## config.mk

```make
export PLATFORM = sky130hd
export DESIGN_NAME = mem_stage
export DESIGN_NICKNAME = d
export VERILOG_FILES = /design/src/hw/rv32v_mem_pkg.sv /design/src/hw/lsc_if.sv /design/src/hw/serial_if.sv /design/src/hw/mem_serializer.sv /design/src/hw/load_store_controller.sv /design/src/hw/write_xbar.sv /design/src/hw/mem_stage.sv
export SDC_FILE = /design/constraint.sdc
export NUM_CORES = 1
export LEC_CHECK = 0
export ABC_AREA = 1
export BUFFER_PORTS_ARGS = -buffer_cell sky130_fd_sc_hd__buf_2
export CELL_PAD_IN_SITES_DETAIL_PLACEMENT = 0
export CELL_PAD_IN_SITES_GLOBAL_PLACEMENT = 2
export CORE_AREA = 2 2 228 230
export DETAILED_ROUTE_END_ITERATION = 8
export DIE_AREA = 0 0 230 232
export PLACE_DENSITY_LB_ADDON = 0.3
export SETUP_SLACK_MARGIN = 0.05
export SYNTH_ARGS = -nofsm -noshare
export SYNTH_HDL_FRONTEND = slang
export SYNTH_SLANG_ARGS = --single-unit
```

## constraint.sdc

```tcl
create_clock -name CLK -period 6.5 [get_ports CLK]
set_clock_uncertainty 0.05 [all_clocks]
set_input_delay 0.975 -clock CLK [delete_from_list [all_inputs] [get_ports CLK]]
set_output_delay 0.975 -clock CLK [all_outputs]
set_load 0.02 [all_outputs]
```

## src/hw/rv32v_mem_pkg.sv

```systemverilog
// Supports unit-stride vectors of eew 8/16/32 within one 16-byte register and word-aligned banks only
package rv32v_mem_pkg;

    // Bus and bank data word
    typedef logic [31:0] word_t;

    // Vector register file geometry
    localparam int NUM_LANES = 4;
    localparam int LANE_W = 2;
    localparam int WORD_BYTES = 4;
    // Slot index inside a bank word, widest at eew 8
    localparam int SLOT_W = 2;

    // Element count limits
    localparam int VLMAX = 16;
    localparam int VL_W = 5;

    // Access size and extension
    typedef enum logic [2:0] {
        LB,
        LH,
        LW,
        LBU,
        LHU,
        SB,
        SH,
        SW
    } load_type_e;

    // Vector element width
    typedef enum logic [1:0] {
        EEW8,
        EEW16,
        EEW32
    } eew_e;

    // Scalar writeback source
    typedef enum logic [1:0] {
        WSEL_LOAD,
        WSEL_PC4,
        WSEL_IMMU,
        WSEL_ALU
    } wsel_e;

    // Serializer FSM
    typedef enum logic [1:0] {
        SER_IDLE,
        SER_ISSUE,
        SER_WAIT,
        SER_DONE
    } ser_state_e;

    // Load-store controller FSM
    typedef enum logic [1:0] {
        LSC_IDLE,
        LSC_BUS,
        LSC_DONE
    } lsc_state_e;

endpackage

```

## src/hw/lsc_if.sv

```systemverilog
// Request is a level held until the one-cycle done pulse; one access in flight at a time
`timescale 1ns/1ns

interface lsc_if;
    import rv32v_mem_pkg::*;

    // Request side, from the stage arbiter
    logic ren;
    logic wen;
    word_t addr;
    // Store data sits in the low bits, unshifted
    word_t store_data;
    load_type_e load_type;

    // Response side
    word_t dload_ext;
    logic done;

    // Stage arbiter
    modport arb (
        output ren, wen, addr, store_data, load_type,
        input dload_ext, done
    );

    // Load-store controller
    modport lsc (
        input ren, wen, addr, store_data, load_type,
        output dload_ext, done
    );

endinterface

```

## src/hw/serial_if.sv

```systemverilog
// Vector operands must stay stable from start until done; lane outputs are combinational pulses
`timescale 1ns/1ns

interface serial_if;
    import rv32v_mem_pkg::*;

    // Operation from the stage
    logic start;
    logic vren;
    logic vwen;
    word_t base;
    eew_e eew;
    logic [VL_W-1:0] vl;
    word_t [NUM_LANES-1:0] vstore_data;
    // Per-element completion and its extended load data
    logic elem_done;
    word_t elem_rdata;

    // Element request toward the arbiter
    logic elem_ren;
    logic elem_wen;
    word_t elem_addr;
    word_t elem_store_data;
    load_type_e elem_load_type;

    // Loaded element routed to its bank
    word_t [NUM_LANES-1:0] lane_data;
    logic [NUM_LANES-1:0] lane_wen;
    logic [SLOT_W-1:0] slot;
    logic done;

    modport stage (
        output start, vren, vwen, base, eew, vl, vstore_data, elem_done, elem_rdata,
        input elem_ren, elem_wen, elem_addr, elem_store_data, elem_load_type,
        input lane_data, lane_wen, slot, done
    );

    modport ser (
        input start, vren, vwen, base, eew, vl, vstore_data, elem_done, elem_rdata,
        output elem_ren, elem_wen, elem_addr, elem_store_data, elem_load_type,
        output lane_data, lane_wen, slot, done
    );

endinterface

```

## src/hw/mem_serializer.sv

```systemverilog
// Unit-stride only; loads are zero-extended and vl must not exceed 16/eew-bytes elements
`timescale 1ns/1ns

module mem_serializer (
    input logic CLK,
    input logic rst_n,
    serial_if.ser ser_bus
);
    import rv32v_mem_pkg::*;

    ser_state_e state;
    ser_state_e next_state;
    logic [VL_W-1:0] idx;
    logic [LANE_W-1:0] lane;
    logic [1:0] esize_shift;
    logic [VL_W-1:0] vl_cap;
    logic last_elem;
    logic req;
    word_t bank_word;

    // Element i lives in bank i mod lanes, slot i div lanes
    assign lane = idx[LANE_W-1:0];
    assign ser_bus.slot = idx[LANE_W +: SLOT_W];

    // log2 of element size in bytes
    always_comb begin
        case (ser_bus.eew)
            EEW8: esize_shift = 2'd0;
            EEW16: esize_shift = 2'd1;
            default: esize_shift = 2'd2;
        endcase
    end

    // Register capacity in elements
    assign vl_cap = VL_W'(VLMAX >> esize_shift);
    assign last_elem = (idx == ser_bus.vl - VL_W'(1));

    always_comb begin
        next_state = state;
        case (state)
            SER_IDLE: if (ser_bus.start) next_state = SER_ISSUE;
            // vl of zero falls straight through to done
            SER_ISSUE: next_state = (idx < ser_bus.vl) ? SER_WAIT : SER_DONE;
            SER_WAIT: begin
                if (ser_bus.elem_done) begin
                    next_state = last_elem ? SER_DONE : SER_ISSUE;
                end
            end
            SER_DONE: next_state = SER_IDLE;
            default: next_state = SER_IDLE;
        endcase
    end

    always_ff @(posedge CLK or negedge rst_n) begin
        if (!rst_n) begin
            state <= SER_IDLE;
            idx <= '0;
        end else begin
            state <= next_state;
            if (state == SER_IDLE) begin
                idx <= '0;
            end else if (state == SER_WAIT && ser_bus.elem_done) begin
                idx <= idx + VL_W'(1);
            end
        end
    end

    // Request held from issue until the controller's done
    assign req = (state == SER_ISSUE && idx < ser_bus.vl) || state == SER_WAIT;
    assign ser_bus.elem_ren = req & ser_bus.vren;
    assign ser_bus.elem_wen = req & ser_bus.vwen;
    assign ser_bus.elem_addr = ser_bus.base + (word_t'(idx) << esize_shift);
    assign ser_bus.done = (state == SER_DONE);

    // Store bytes picked from the element's bank and slot
    assign bank_word = ser_bus.vstore_data[lane];

    always_comb begin
        case (ser_bus.eew)
            EEW8: begin
                ser_bus.elem_store_data = {24'h0, bank_word[{ser_bus.slot, 3'b000} +: 8]};
                ser_bus.elem_load_type = ser_bus.vwen ? SB : LBU;
            end
            EEW16: begin
                ser_bus.elem_store_data = {16'h0, bank_word[{ser_bus.slot[0], 4'b0000} +: 16]};
                ser_bus.elem_load_type = ser_bus.vwen ? SH : LHU;
            end
            default: begin
                ser_bus.elem_store_data = bank_word;
                ser_bus.elem_load_type = ser_bus.vwen ? SW : LW;
            end
        endcase
    end

    // Loaded element goes to its own lane only
    always_comb begin
        ser_bus.lane_wen = '0;
        for (int l = 0; l < NUM_LANES; l++) begin
            ser_bus.lane_data[l] = (LANE_W'(l) == lane) ? ser_bus.elem_rdata : '0;
        end
        if (state == SER_WAIT && ser_bus.elem_done && ser_bus.vren) begin
            ser_bus.lane_wen[lane] = 1'b1;
        end
    end

    // Stage must not hand over more elements than one register holds
    a_vl_cap: assert property (
        @(posedge CLK) disable iff (!rst_n)
        (state == SER_IDLE && ser_bus.start) |-> (ser_bus.vl <= vl_cap)
    ) else $error("vl %0d exceeds capacity %0d", ser_bus.vl, vl_cap);

endmodule

```

## src/hw/load_store_controller.sv

```systemverilog
// One access at a time; addresses must be aligned to the access size, no misaligned split
`timescale 1ns/1ns

module load_store_controller (
    input logic CLK,
    input logic rst_n,
    lsc_if.lsc lsc_bus,
    output rv32v_mem_pkg::word_t bus_addr,
    output logic bus_ren,
    output logic bus_wen,
    output rv32v_mem_pkg::word_t bus_wdata,
    output logic [rv32v_mem_pkg::WORD_BYTES-1:0] bus_byte_en,
    input rv32v_mem_pkg::word_t bus_rdata,
    input logic bus_busy
);
    import rv32v_mem_pkg::*;

    lsc_state_e state;
    logic req_ren;
    logic req_wen;
    word_t req_addr;
    word_t req_data;
    load_type_e req_type;
    word_t load_data;
    logic [1:0] byte_off;
    logic [WORD_BYTES-1:0] size_mask;
    word_t rdata_shift;
    word_t rdata_ext;
    logic req_aligned;

    assign byte_off = req_addr[1:0];

    // Control state
    always_ff @(posedge CLK or negedge rst_n) begin
        if (!rst_n) begin
            state <= LSC_IDLE;
            req_ren <= 1'b0;
            req_wen <= 1'b0;
        end else begin
            case (state)
                LSC_IDLE: begin
                    // Requests seen during the done cycle are ignored
                    if (lsc_bus.ren || lsc_bus.wen) begin
                        req_ren <= lsc_bus.ren;
                        req_wen <= lsc_bus.wen;
                        state <= LSC_BUS;
                    end
                end
                LSC_BUS: if (!bus_busy) state <= LSC_DONE;
                default: state <= LSC_IDLE;
            endcase
        end
    end

    // Latched request and captured load data
    always_ff @(posedge CLK) begin
        if (state == LSC_IDLE && (lsc_bus.ren || lsc_bus.wen)) begin
            req_addr <= lsc_bus.addr;
            req_data <= lsc_bus.store_data;
            req_type <= lsc_bus.load_type;
        end
        if (state == LSC_BUS && !bus_busy) begin
            load_data <= rdata_ext;
        end
    end

    // Bytes touched by the access size
    always_comb begin
        case (req_type)
            LB, LBU, SB: size_mask = 4'b0001;
            LH, LHU, SH: size_mask = 4'b0011;
            default: size_mask = 4'b1111;
        endcase
    end

    assign bus_addr = req_addr;
    assign bus_ren = (state == LSC_BUS) & req_ren;
    assign bus_wen = (state == LSC_BUS) & req_wen;
    assign bus_byte_en = (state == LSC_BUS) ? (size_mask << byte_off) : '0;
    assign bus_wdata = req_data << {byte_off, 3'b000};

    // Addressed bytes moved down, then extended
    assign rdata_shift = bus_rdata >> {byte_off, 3'b000};

    always_comb begin
        case (req_type)
            LB: rdata_ext = {{24{rdata_shift[7]}}, rdata_shift[7:0]};
            LH: rdata_ext = {{16{rdata_shift[15]}}, rdata_shift[15:0]};
            LBU: rdata_ext = {24'h0, rdata_shift[7:0]};
            LHU: rdata_ext = {16'h0, rdata_shift[15:0]};
            default: rdata_ext = rdata_shift;
        endcase
    end

    assign lsc_bus.dload_ext = load_data;
    assign lsc_bus.done = (state == LSC_DONE);

    always_comb begin
        case (lsc_bus.load_type)
            LH, LHU, SH: req_aligned = ~lsc_bus.addr[0];
            LW, SW: req_aligned = (lsc_bus.addr[1:0] == 2'b00);
            default: req_aligned = 1'b1;
        endcase
    end

    // Both the scalar and the element paths must present aligned addresses
    a_aligned: assert property (
        @(posedge CLK) disable iff (!rst_n)
        (state == LSC_IDLE && (lsc_bus.ren || lsc_bus.wen)) |-> req_aligned
    ) else $error("misaligned access at %h", lsc_bus.addr);

    // Arbiter never mixes a read and a write
    a_rw_excl: assert property (
        @(posedge CLK) disable iff (!rst_n) !(lsc_bus.ren && lsc_bus.wen)
    ) else $error("ren and wen high together");

endmodule

```

## src/hw/write_xbar.sv

```systemverilog
// Combinational; slot is counted in eew units and byte enables are zero without lane_wen
`timescale 1ns/1ns

module write_xbar (
    input rv32v_mem_pkg::word_t lane_data,
    input logic lane_wen,
    input rv32v_mem_pkg::eew_e eew,
    input logic [rv32v_mem_pkg::SLOT_W-1:0] slot,
    output rv32v_mem_pkg::word_t vwdata,
    output logic [rv32v_mem_pkg::WORD_BYTES-1:0] byte_en
);
    import rv32v_mem_pkg::*;

    logic [WORD_BYTES-1:0] slot_mask;

    // Element copied into every slot, enables pick one
    always_comb begin
        case (eew)
            EEW8: begin
                vwdata = {4{lane_data[7:0]}};
                slot_mask = 4'b0001 << slot;
            end
            EEW16: begin
                vwdata = {2{lane_data[15:0]}};
                // Only slot bit 0 is meaningful here
                slot_mask = 4'b0011 << {slot[0], 1'b0};
            end
            default: begin
                vwdata = lane_data;
                slot_mask = 4'b1111;
            end
        endcase
    end

    assign byte_en = lane_wen ? slot_mask : '0;

endmodule

```

## src/hw/mem_stage.sv

```systemverilog
// Vector request takes the bus whenever vren or vwen is high; inputs must be held until done
`timescale 1ns/1ns

module mem_stage (
    input logic CLK,
    input logic rst_n,
    // Scalar op from execute
    input logic valid,
    input logic dren,
    input logic dwen,
    input rv32v_mem_pkg::load_type_e load_type,
    input rv32v_mem_pkg::word_t addr,
    input rv32v_mem_pkg::word_t store_data,
    input rv32v_mem_pkg::wsel_e w_sel,
    input rv32v_mem_pkg::word_t pc4,
    input rv32v_mem_pkg::word_t imm_u,
    // Vector op from execute
    input logic vren,
    input logic vwen,
    input rv32v_mem_pkg::word_t vbase,
    input rv32v_mem_pkg::eew_e veew,
    input logic [rv32v_mem_pkg::VL_W-1:0] vl,
    input rv32v_mem_pkg::word_t [rv32v_mem_pkg::NUM_LANES-1:0] vstore_data,
    // Writeback
    output rv32v_mem_pkg::word_t reg_wdata,
    output logic done,
    output logic stall,
    output logic vwb_valid,
    output rv32v_mem_pkg::word_t [rv32v_mem_pkg::NUM_LANES-1:0] vwdata,
    output logic [rv32v_mem_pkg::NUM_LANES-1:0][rv32v_mem_pkg::WORD_BYTES-1:0] vbyte_wen,
    // Data bus
    output rv32v_mem_pkg::word_t bus_addr,
    output logic bus_ren,
    output logic bus_wen,
    output rv32v_mem_pkg::word_t bus_wdata,
    output logic [rv32v_mem_pkg::WORD_BYTES-1:0] bus_byte_en,
    input rv32v_mem_pkg::word_t bus_rdata,
    input logic bus_busy
);
    import rv32v_mem_pkg::*;

    logic vmemop;
    logic smemop;

    lsc_if lsc_bus ();
    serial_if ser_bus ();

    assign vmemop = vren | vwen;
    assign smemop = valid & (dren | dwen);

    // Arbiter, vector elements win while a vector op is present
    assign lsc_bus.ren = vmemop ? ser_bus.elem_ren : (valid & dren);
    assign lsc_bus.wen = vmemop ? ser_bus.elem_wen : (valid & dwen);
    assign lsc_bus.addr = vmemop ? ser_bus.elem_addr : addr;
    assign lsc_bus.store_data = vmemop ? ser_bus.elem_store_data : store_data;
    assign lsc_bus.load_type = vmemop ? ser_bus.elem_load_type : load_type;

    // Serializer operands straight from execute
    assign ser_bus.start = vmemop;
    assign ser_bus.vren = vren;
    assign ser_bus.vwen = vwen;
    assign ser_bus.base = vbase;
    assign ser_bus.eew = veew;
    assign ser_bus.vl = vl;
    assign ser_bus.vstore_data = vstore_data;
    assign ser_bus.elem_done = vmemop & lsc_bus.done;
    assign ser_bus.elem_rdata = lsc_bus.dload_ext;

    mem_serializer u_ser (
        .CLK,
        .rst_n,
        .ser_bus
    );

    load_store_controller u_lsc (
        .CLK,
        .rst_n,
        .lsc_bus,
        .bus_addr,
        .bus_ren,
        .bus_wen,
        .bus_wdata,
        .bus_byte_en,
        .bus_rdata,
        .bus_busy
    );

    // Scalar writeback select
    always_comb begin
        case (w_sel)
            WSEL_LOAD: reg_wdata = lsc_bus.dload_ext;
            WSEL_PC4: reg_wdata = pc4;
            WSEL_IMMU: reg_wdata = imm_u;
            default: reg_wdata = addr;
        endcase
    end

    // Non-memory ops finish in the cycle they arrive
    assign done = vmemop ? ser_bus.done : (smemop ? lsc_bus.done : valid);
    assign stall = vmemop ? ~ser_bus.done : (smemop & ~lsc_bus.done);
    assign vwb_valid = |ser_bus.lane_wen;

    // One write crossbar per register bank
    generate
        for (genvar i = 0; i < NUM_LANES; i++) begin : gen_wb_xbar
            write_xbar u_xbar (
                .lane_data(ser_bus.lane_data[i]),
                .lane_wen(ser_bus.lane_wen[i]),
                .eew(veew),
                .slot(ser_bus.slot),
                .vwdata(vwdata[i]),
                .byte_en(vbyte_wen[i])
            );
        end
    endgenerate

    // Execute must never hand over both kinds of memory op at once
    a_one_source: assert property (
        @(posedge CLK) disable iff (!rst_n) !(smemop && vmemop)
    ) else $error("scalar and vector memory requests together");

endmodule

```

# Word level (Yosys, flattened, before mapping)
# Index checks and enable logic that the tools add are counted.
[word_totals]
ff_bits = 110
wordCells = 125
[op_classes]
add_sub_neg = 3
order_cmp = 3
eq_ne = 21
shift = 8
mux = 46
n_bitwise = 13
n_reduce_logical = 22
[op_table]
columns = ["op", "n"]
rows = [
  ["32-bit one-hot mux with 2 select lines", 5],
  ["32-bit two-way mux", 7],
  ["32-bit one-hot mux with 4 select lines", 1],
  ["32-bit one-hot mux with 3 select lines", 1],
  ["32-bit binary-select mux with 2-bit select", 1],
  ["32-bit adder", 1],
  ["32-bit by 6-bit indexed part select with 16-bit output", 1],
  ["32-bit by 6-bit indexed part select with 8-bit output", 1],
  ["32-bit by 5-bit left shift with 32-bit output", 1],
  ["5-bit by 2-bit left shift with 32-bit output", 1],
  ["32-bit by 5-bit right shift with 32-bit output", 1],
  ["4-bit two-way mux", 6],
  ["4-bit one-hot mux with 2 select lines", 2],
  ["2-bit two-way mux", 6],
  ["2-bit logical NOT", 5],
  ["5-bit two-way mux", 2],
  ["1-bit bitwise AND", 9],
  ["3-bit equality test (second input constant)", 3],
  ["3-bit two-way mux", 3],
  ["2-bit by 1-bit equality test with 1-bit output (second input constant)", 4],
  ["2-bit equality test (second input constant)", 4],
  ["2-bit one-hot mux with 2 select lines", 2],
  ["2-bit one-hot mux with 4 select lines", 1],
  ["1-bit two-way mux", 7],
  ["other kinds (27)", 41],
]

# Depth between registers and ports, before layout
[depth]
depth_word = 8
ltp_mapped = 19

# Hierarchy
# A second synthesis with hierarchy kept.
[unflattened]
hier_cells = 2286
area_unflattened_um2 = 13275.2
[by_module_without_submodules]
columns = ["module", "instances", "cells_per_inst", "area_per_inst_um2", "seq_area_each_um2"]
rows = [
  ["mem_serializer", 1, 1032, 4854.7, 175.2],
  ["load_store_controller", 1, 408, 4491.8, 3072.9],
  ["write_xbar", 4, 107, 560.5, 0.0],
  ["mem_stage", 1, 418, 1686.6, 0.0],
]

# Least setup slack after synthesis
# Ideal clock, no wire load.
[synth_timing]
kind = "input to register"
start = "input vl[4] (netlist bit)"
end = "register u_lsc.req_addr[0] (netlist: u_lsc.bus_addr[0]) (enable)"
setup_ns = 0.421
arrival_ns = 3.200
t_required_ns = 6.029
setup_slack_ns = 2.829
path_stages = 11
path_buffers = 0
cell_sequence = "inv_1 -> ha_1 -> nand2_1 -> inv_1 -> nand2_1 -> nand3_1 -> nand2_1 -> nand3_1 -> nand2_1 -> o21ai_1 -> inv_1"
[synth_between]
elab_chain_len = 7
[synth_rtl]
columns = ["item", "line", "source"]
rows = [
  ["start, declared", "mem_stage.sv:22", "input logic [rv32v_mem_pkg::VL_W-1:0] vl,"],
  ["5-bit less-than comparator *", "mem_serializer.sv:69", "assign req = (state == SER_ISSUE && idx < ser_bus.vl) || state == SER_WAIT;"],
  ["1-bit logical AND *", "mem_serializer.sv:69", ""],
  ["1-bit logical OR *", "mem_serializer.sv:69", ""],
  ["1-bit bitwise AND, on equally long branches", "mem_serializer.sv:70, mem_serializer.sv:71", ""],
  ["1-bit two-way mux, on equally long branches", "mem_stage.sv:52, mem_stage.sv:53", ""],
  ["1-bit logical OR *", "load_store_controller.sv:57", "if (state == LSC_IDLE && (lsc_bus.ren || lsc_bus.wen)) begin"],
  ["1-bit logical AND *", "load_store_controller.sv:57", ""],
  ["end signal, assigned", "load_store_controller.sv:58", "req_addr <= lsc_bus.addr;"],
  ["end, declared", "load_store_controller.sv:21", "word_t req_addr;"],
]
# Mark *: on every way between the ends. The rest lies on a longest branch, timed or not.
# A chain may end at the register's enable or synchronous reset.

==> results.txt <==
* Maximum achievable frequency: 202 MHz
* Final Routed Wirelength: 67000 µm
* Part of the Yosys area used for sequential elements: 30.3%
* Slew HR: 18.8%
- Arrival time of data at the critical path endpoint: 3.92 ns
* CTS Root Buffer Type: sky130_fd_sc_hd__clkbuf_16
* Wire length on met3: 3590 µm
* Met2 WL: 34600 µm
- Final hold violations: 0
- The worst setup path is captured at an output port.
- Die Footprint: 53400 µm²
* Total CTS buffers: 9
- Measured along the x axis, the die boundary spans 230 µm.
* Clock transition at the registers of the reported paths: 0.09 ns
- Maximum fanout along the worst path: 69
- During I/O placement, the number of pins put on the boundary was 589.
- Required time at the worst-slack endpoint: 5.47 ns
* Vertical die dimension: 232 µm
* Sinks on the clock net: 110
* Nets: 2591
* Depth of the most critical reg-to-reg path: 12
- The initial antenna violation count is 9.
* Number of port buffers: 588
- Entering global routing, the biggest net connects 73 pins.
- DRC violations left: 0
- Global-route wire length before repair: 93500 µm
* Slew Limit Fails: 0
- Global routing used 24.0% of the available tracks.
- Worst slew pin tran: 1.22 ns
- Commonest non-fill, non-tap cell in the layout: sky130_fd_sc_hd__nand2_1
- Once detailed placement completed, the half-perimeter wirelength came to 56000 µm.
- Overall power consumption after layout is estimated at 4.27 mW.
- Setup repair after global routing left no endpoint under its margin.
- Setup total negative slack on the finished layout was measured at 0 ns.
* Count of different cell masters after synthesis: 48
- Routed WL per cell: 22.9 µm
- After layout, the minimum clock period comes to 4.95 ns.
* Netlist area before placement: 10700 µm²
* Deepest clock path buffer count: 2
- Run status: finished, final reports clean
- The core region is 50900 µm².
* Clock latency on the worst-skew pair: 0.38 ns
- A synthesized cell averages 6.24 µm².
* Number of instances in the synthesized netlist: 1720
- Max-capacitance violation count: 0
- The via count of the first global-routing pass came to 13400.
- Buffers inserted to repair hold after CTS numbered 0.
* Kind of launch point of the worst setup path: flip-flop
* Path category of the worst min-delay check: input port to async pin
- Via total after detailed routing: 14000
- Setup violations remaining at the end of the flow were counted as 0.
* Gp weighted congestion: 0.903
- Vias per cell: 4.77
* CTS tree: done
* Highest-count cells in the layout ignoring fill and taps: 632 x sky130_fd_sc_hd__nand2_1, 588 x sky130_fd_sc_hd__buf_2, 177 x sky130_fd_sc_hd__nor2_1, 166 x sky130_fd_sc_hd__o21ai_0, 124 x sky130_fd_sc_hd__inv_1
- The final critical path takes up 76.1% of the cycle.
- Post-route met1 wirelength: 26900 µm
* Number of detailed-routing iterations run before antenna repair: 7
* Synthesized Nets: 2079
- Dividing total power by cell area gives a power density of 295 nW/µm².
* Worst Path Class, Setup: flip-flop to output port
* Cells resized by post-CTS repair: 0
* Share of post-route cells with drive strength above 1: 28.8%
* H-tree levels: 3
- Peak supply drop: 0.126 mV
- Worst stage delay on the critical path: 0.91 ns
- Walking the worst path, the cells encountered are inv_2, buf_4, ha_1, inv_1, o31ai_1, buf_2.
- Number of cell rows: 83
* Area growth from synthesis to layout: 34.8%
- Violation count after the first detailed-route iteration: 1138
- The initial utilization of the core area, before any placement, comes to 21.1%.
* Grt ovf: 0
- The largest individual stage delay along the critical path comes from the cell sky130_fd_sc_hd__ha_1.
* Post-CTS Setup Bufs: 0
* Reported leakage power: 7.50 nW
- Yosys reg bits: 110
* Number of synthesis warnings: 0
* Count of nets left with antenna violations after detail routing: 0
- Uppermost signal routing layer after detailed routing: met5
==> sequential cells by signal, summed over array words and instances (netlist names) <==
name                     flops
u_lsc.bus_addr              32
u_lsc.req_type               3
u_ser.state                  2
u_lsc.state                  2
u_lsc.req_wen                1
u_lsc.req_ren                1
u_lsc.req_data              32
u_ser.idx                    5
u_lsc.lsc_bus.dload_ext     32
==> final timing paths <==
check,from,endpoint,slack (ns)
max in group asynchronous,rst_n,u_ser.idx[0],5.74
min in group CLK,u_lsc.req_wen,u_lsc.req_wen,0.43
worst min register to register,u_lsc.req_wen,u_lsc.req_wen,0.43
worst min-delay path,rst_n,u_ser.state[1],0.41
worst max register to register,u_ser.idx[0],u_lsc.bus_addr[19],2.88
worst max-delay path,u_ser.idx[0],vwdata[31],1.55
==> per-layer routing <==
layer  GRT usage [%]  vias to the layer above
met5               0                        -
met4            8.35                        6
met3            3.62                       70
met2            44.6                      540
met1            27.9                     6576
li1                -                     6760
==> through the flow <==
step / util (%) / hold WS, ns / area, µm² / setup WS, ns / instances
finish: 28.4 / 0.410 / 14500 / 1.55 / 2922
global route: 28.4 / 0.412 / 14500 / 1.46 / 2919
CTS: 28.4 / 0.394 / 14500 / 1.58 / 2917
detailed placement: 27.8 / 0.416 / 14100 / 2.02 / 2901
global placement: 27.8 / 0.413 / 14100 / 1.98 / 2901
floorplan: - / 0.392 / 10700 / 2.83 / 1720
==> cell usage after synthesis (all sizes together) <==
cell | n | area, µm²
nand3 | 108 | 551
a31oi | 3 | 18.8
buf | 62 | 358
edfxtp | 99 | 2970
nor2 | 183 | 692
conb | 1 | 3.75
ha | 18 | 225
nor4 | 1 | 6.26
nand2 | 635 | 2390
nand4 | 36 | 225
o21bai | 3 | 22.5
or2 | 4 | 25.0
o22ai | 8 | 50.1
xnor2 | 7 | 61.3
and3 | 2 | 12.5
dfrtp | 11 | 275
o221ai | 14 | 123
and2 | 4 | 25.0
xor2 | 8 | 70.1
o31ai | 6 | 45.0
nor3 | 16 | 80.1
o2111ai | 4 | 35.0
mux2i | 19 | 190
o221a | 2 | 22.5
a21oi | 87 | 435
inv | 130 | 488
a22oi | 16 | 125
fa | 1 | 20.0
nand3b | 6 | 45.0
o21ai | 174 | 878
a221oi | 1 | 8.76
clkbuf | 40 | 151
clkinv | 2 | 12.5
a22o | 6 | 52.6
a221o | 3 | 30.0
==> cell type report <==
class / count / area (µm²)
diodes: 5 / 12.5
multi-input cells: 1376 / 6490
repair buffers: 603 / 3060
inverters: 132 / 500
flip-flops and latches: 110 / 3250
clock inverters: 7 / 82.6
clock buffers: 9 / 225
well taps: 680 / 851
fillers: 5887 / 36400
==> where the power goes <==
part,internal [mW],switching [mW],leakage (nW)
clock network,0.277,0.314,0.148
logic,0.660,1.70,6.27
registers,1.11,0.207,1.08
total,2.05,2.23,7.50
==> critical path, delay by kind of cell (launching register included) <==
family / cells / cell delay (ns)
AO/OA/AOI/OAI: 1 / 0.67
buffers and inverters: 4 / 1.47
adder cells (fa/ha/maj): 1 / 0.91
flip-flops: 1 / 0.46
==> cells by family (layout without fill, tap and decap cells) <==
family / count (synthesis) / in the layout / share of synthesized area [%]
AND/OR/NAND/NOR: 995 / 995 / 37.8
AO/OA/AOI/OAI: 327 / 327 / 17.2
buffers and inverters: 234 / 751 / 9.41
multiplexers: 19 / 19 / 1.77
adder cells (fa/ha/maj): 19 / 19 / 2.29
other: 1 / 6 / 0.0350
XOR/XNOR: 15 / 15 / 1.22
flip-flops: 110 / 110 / 30.3
No activity file was read; power rests on OpenSTA's default activity.
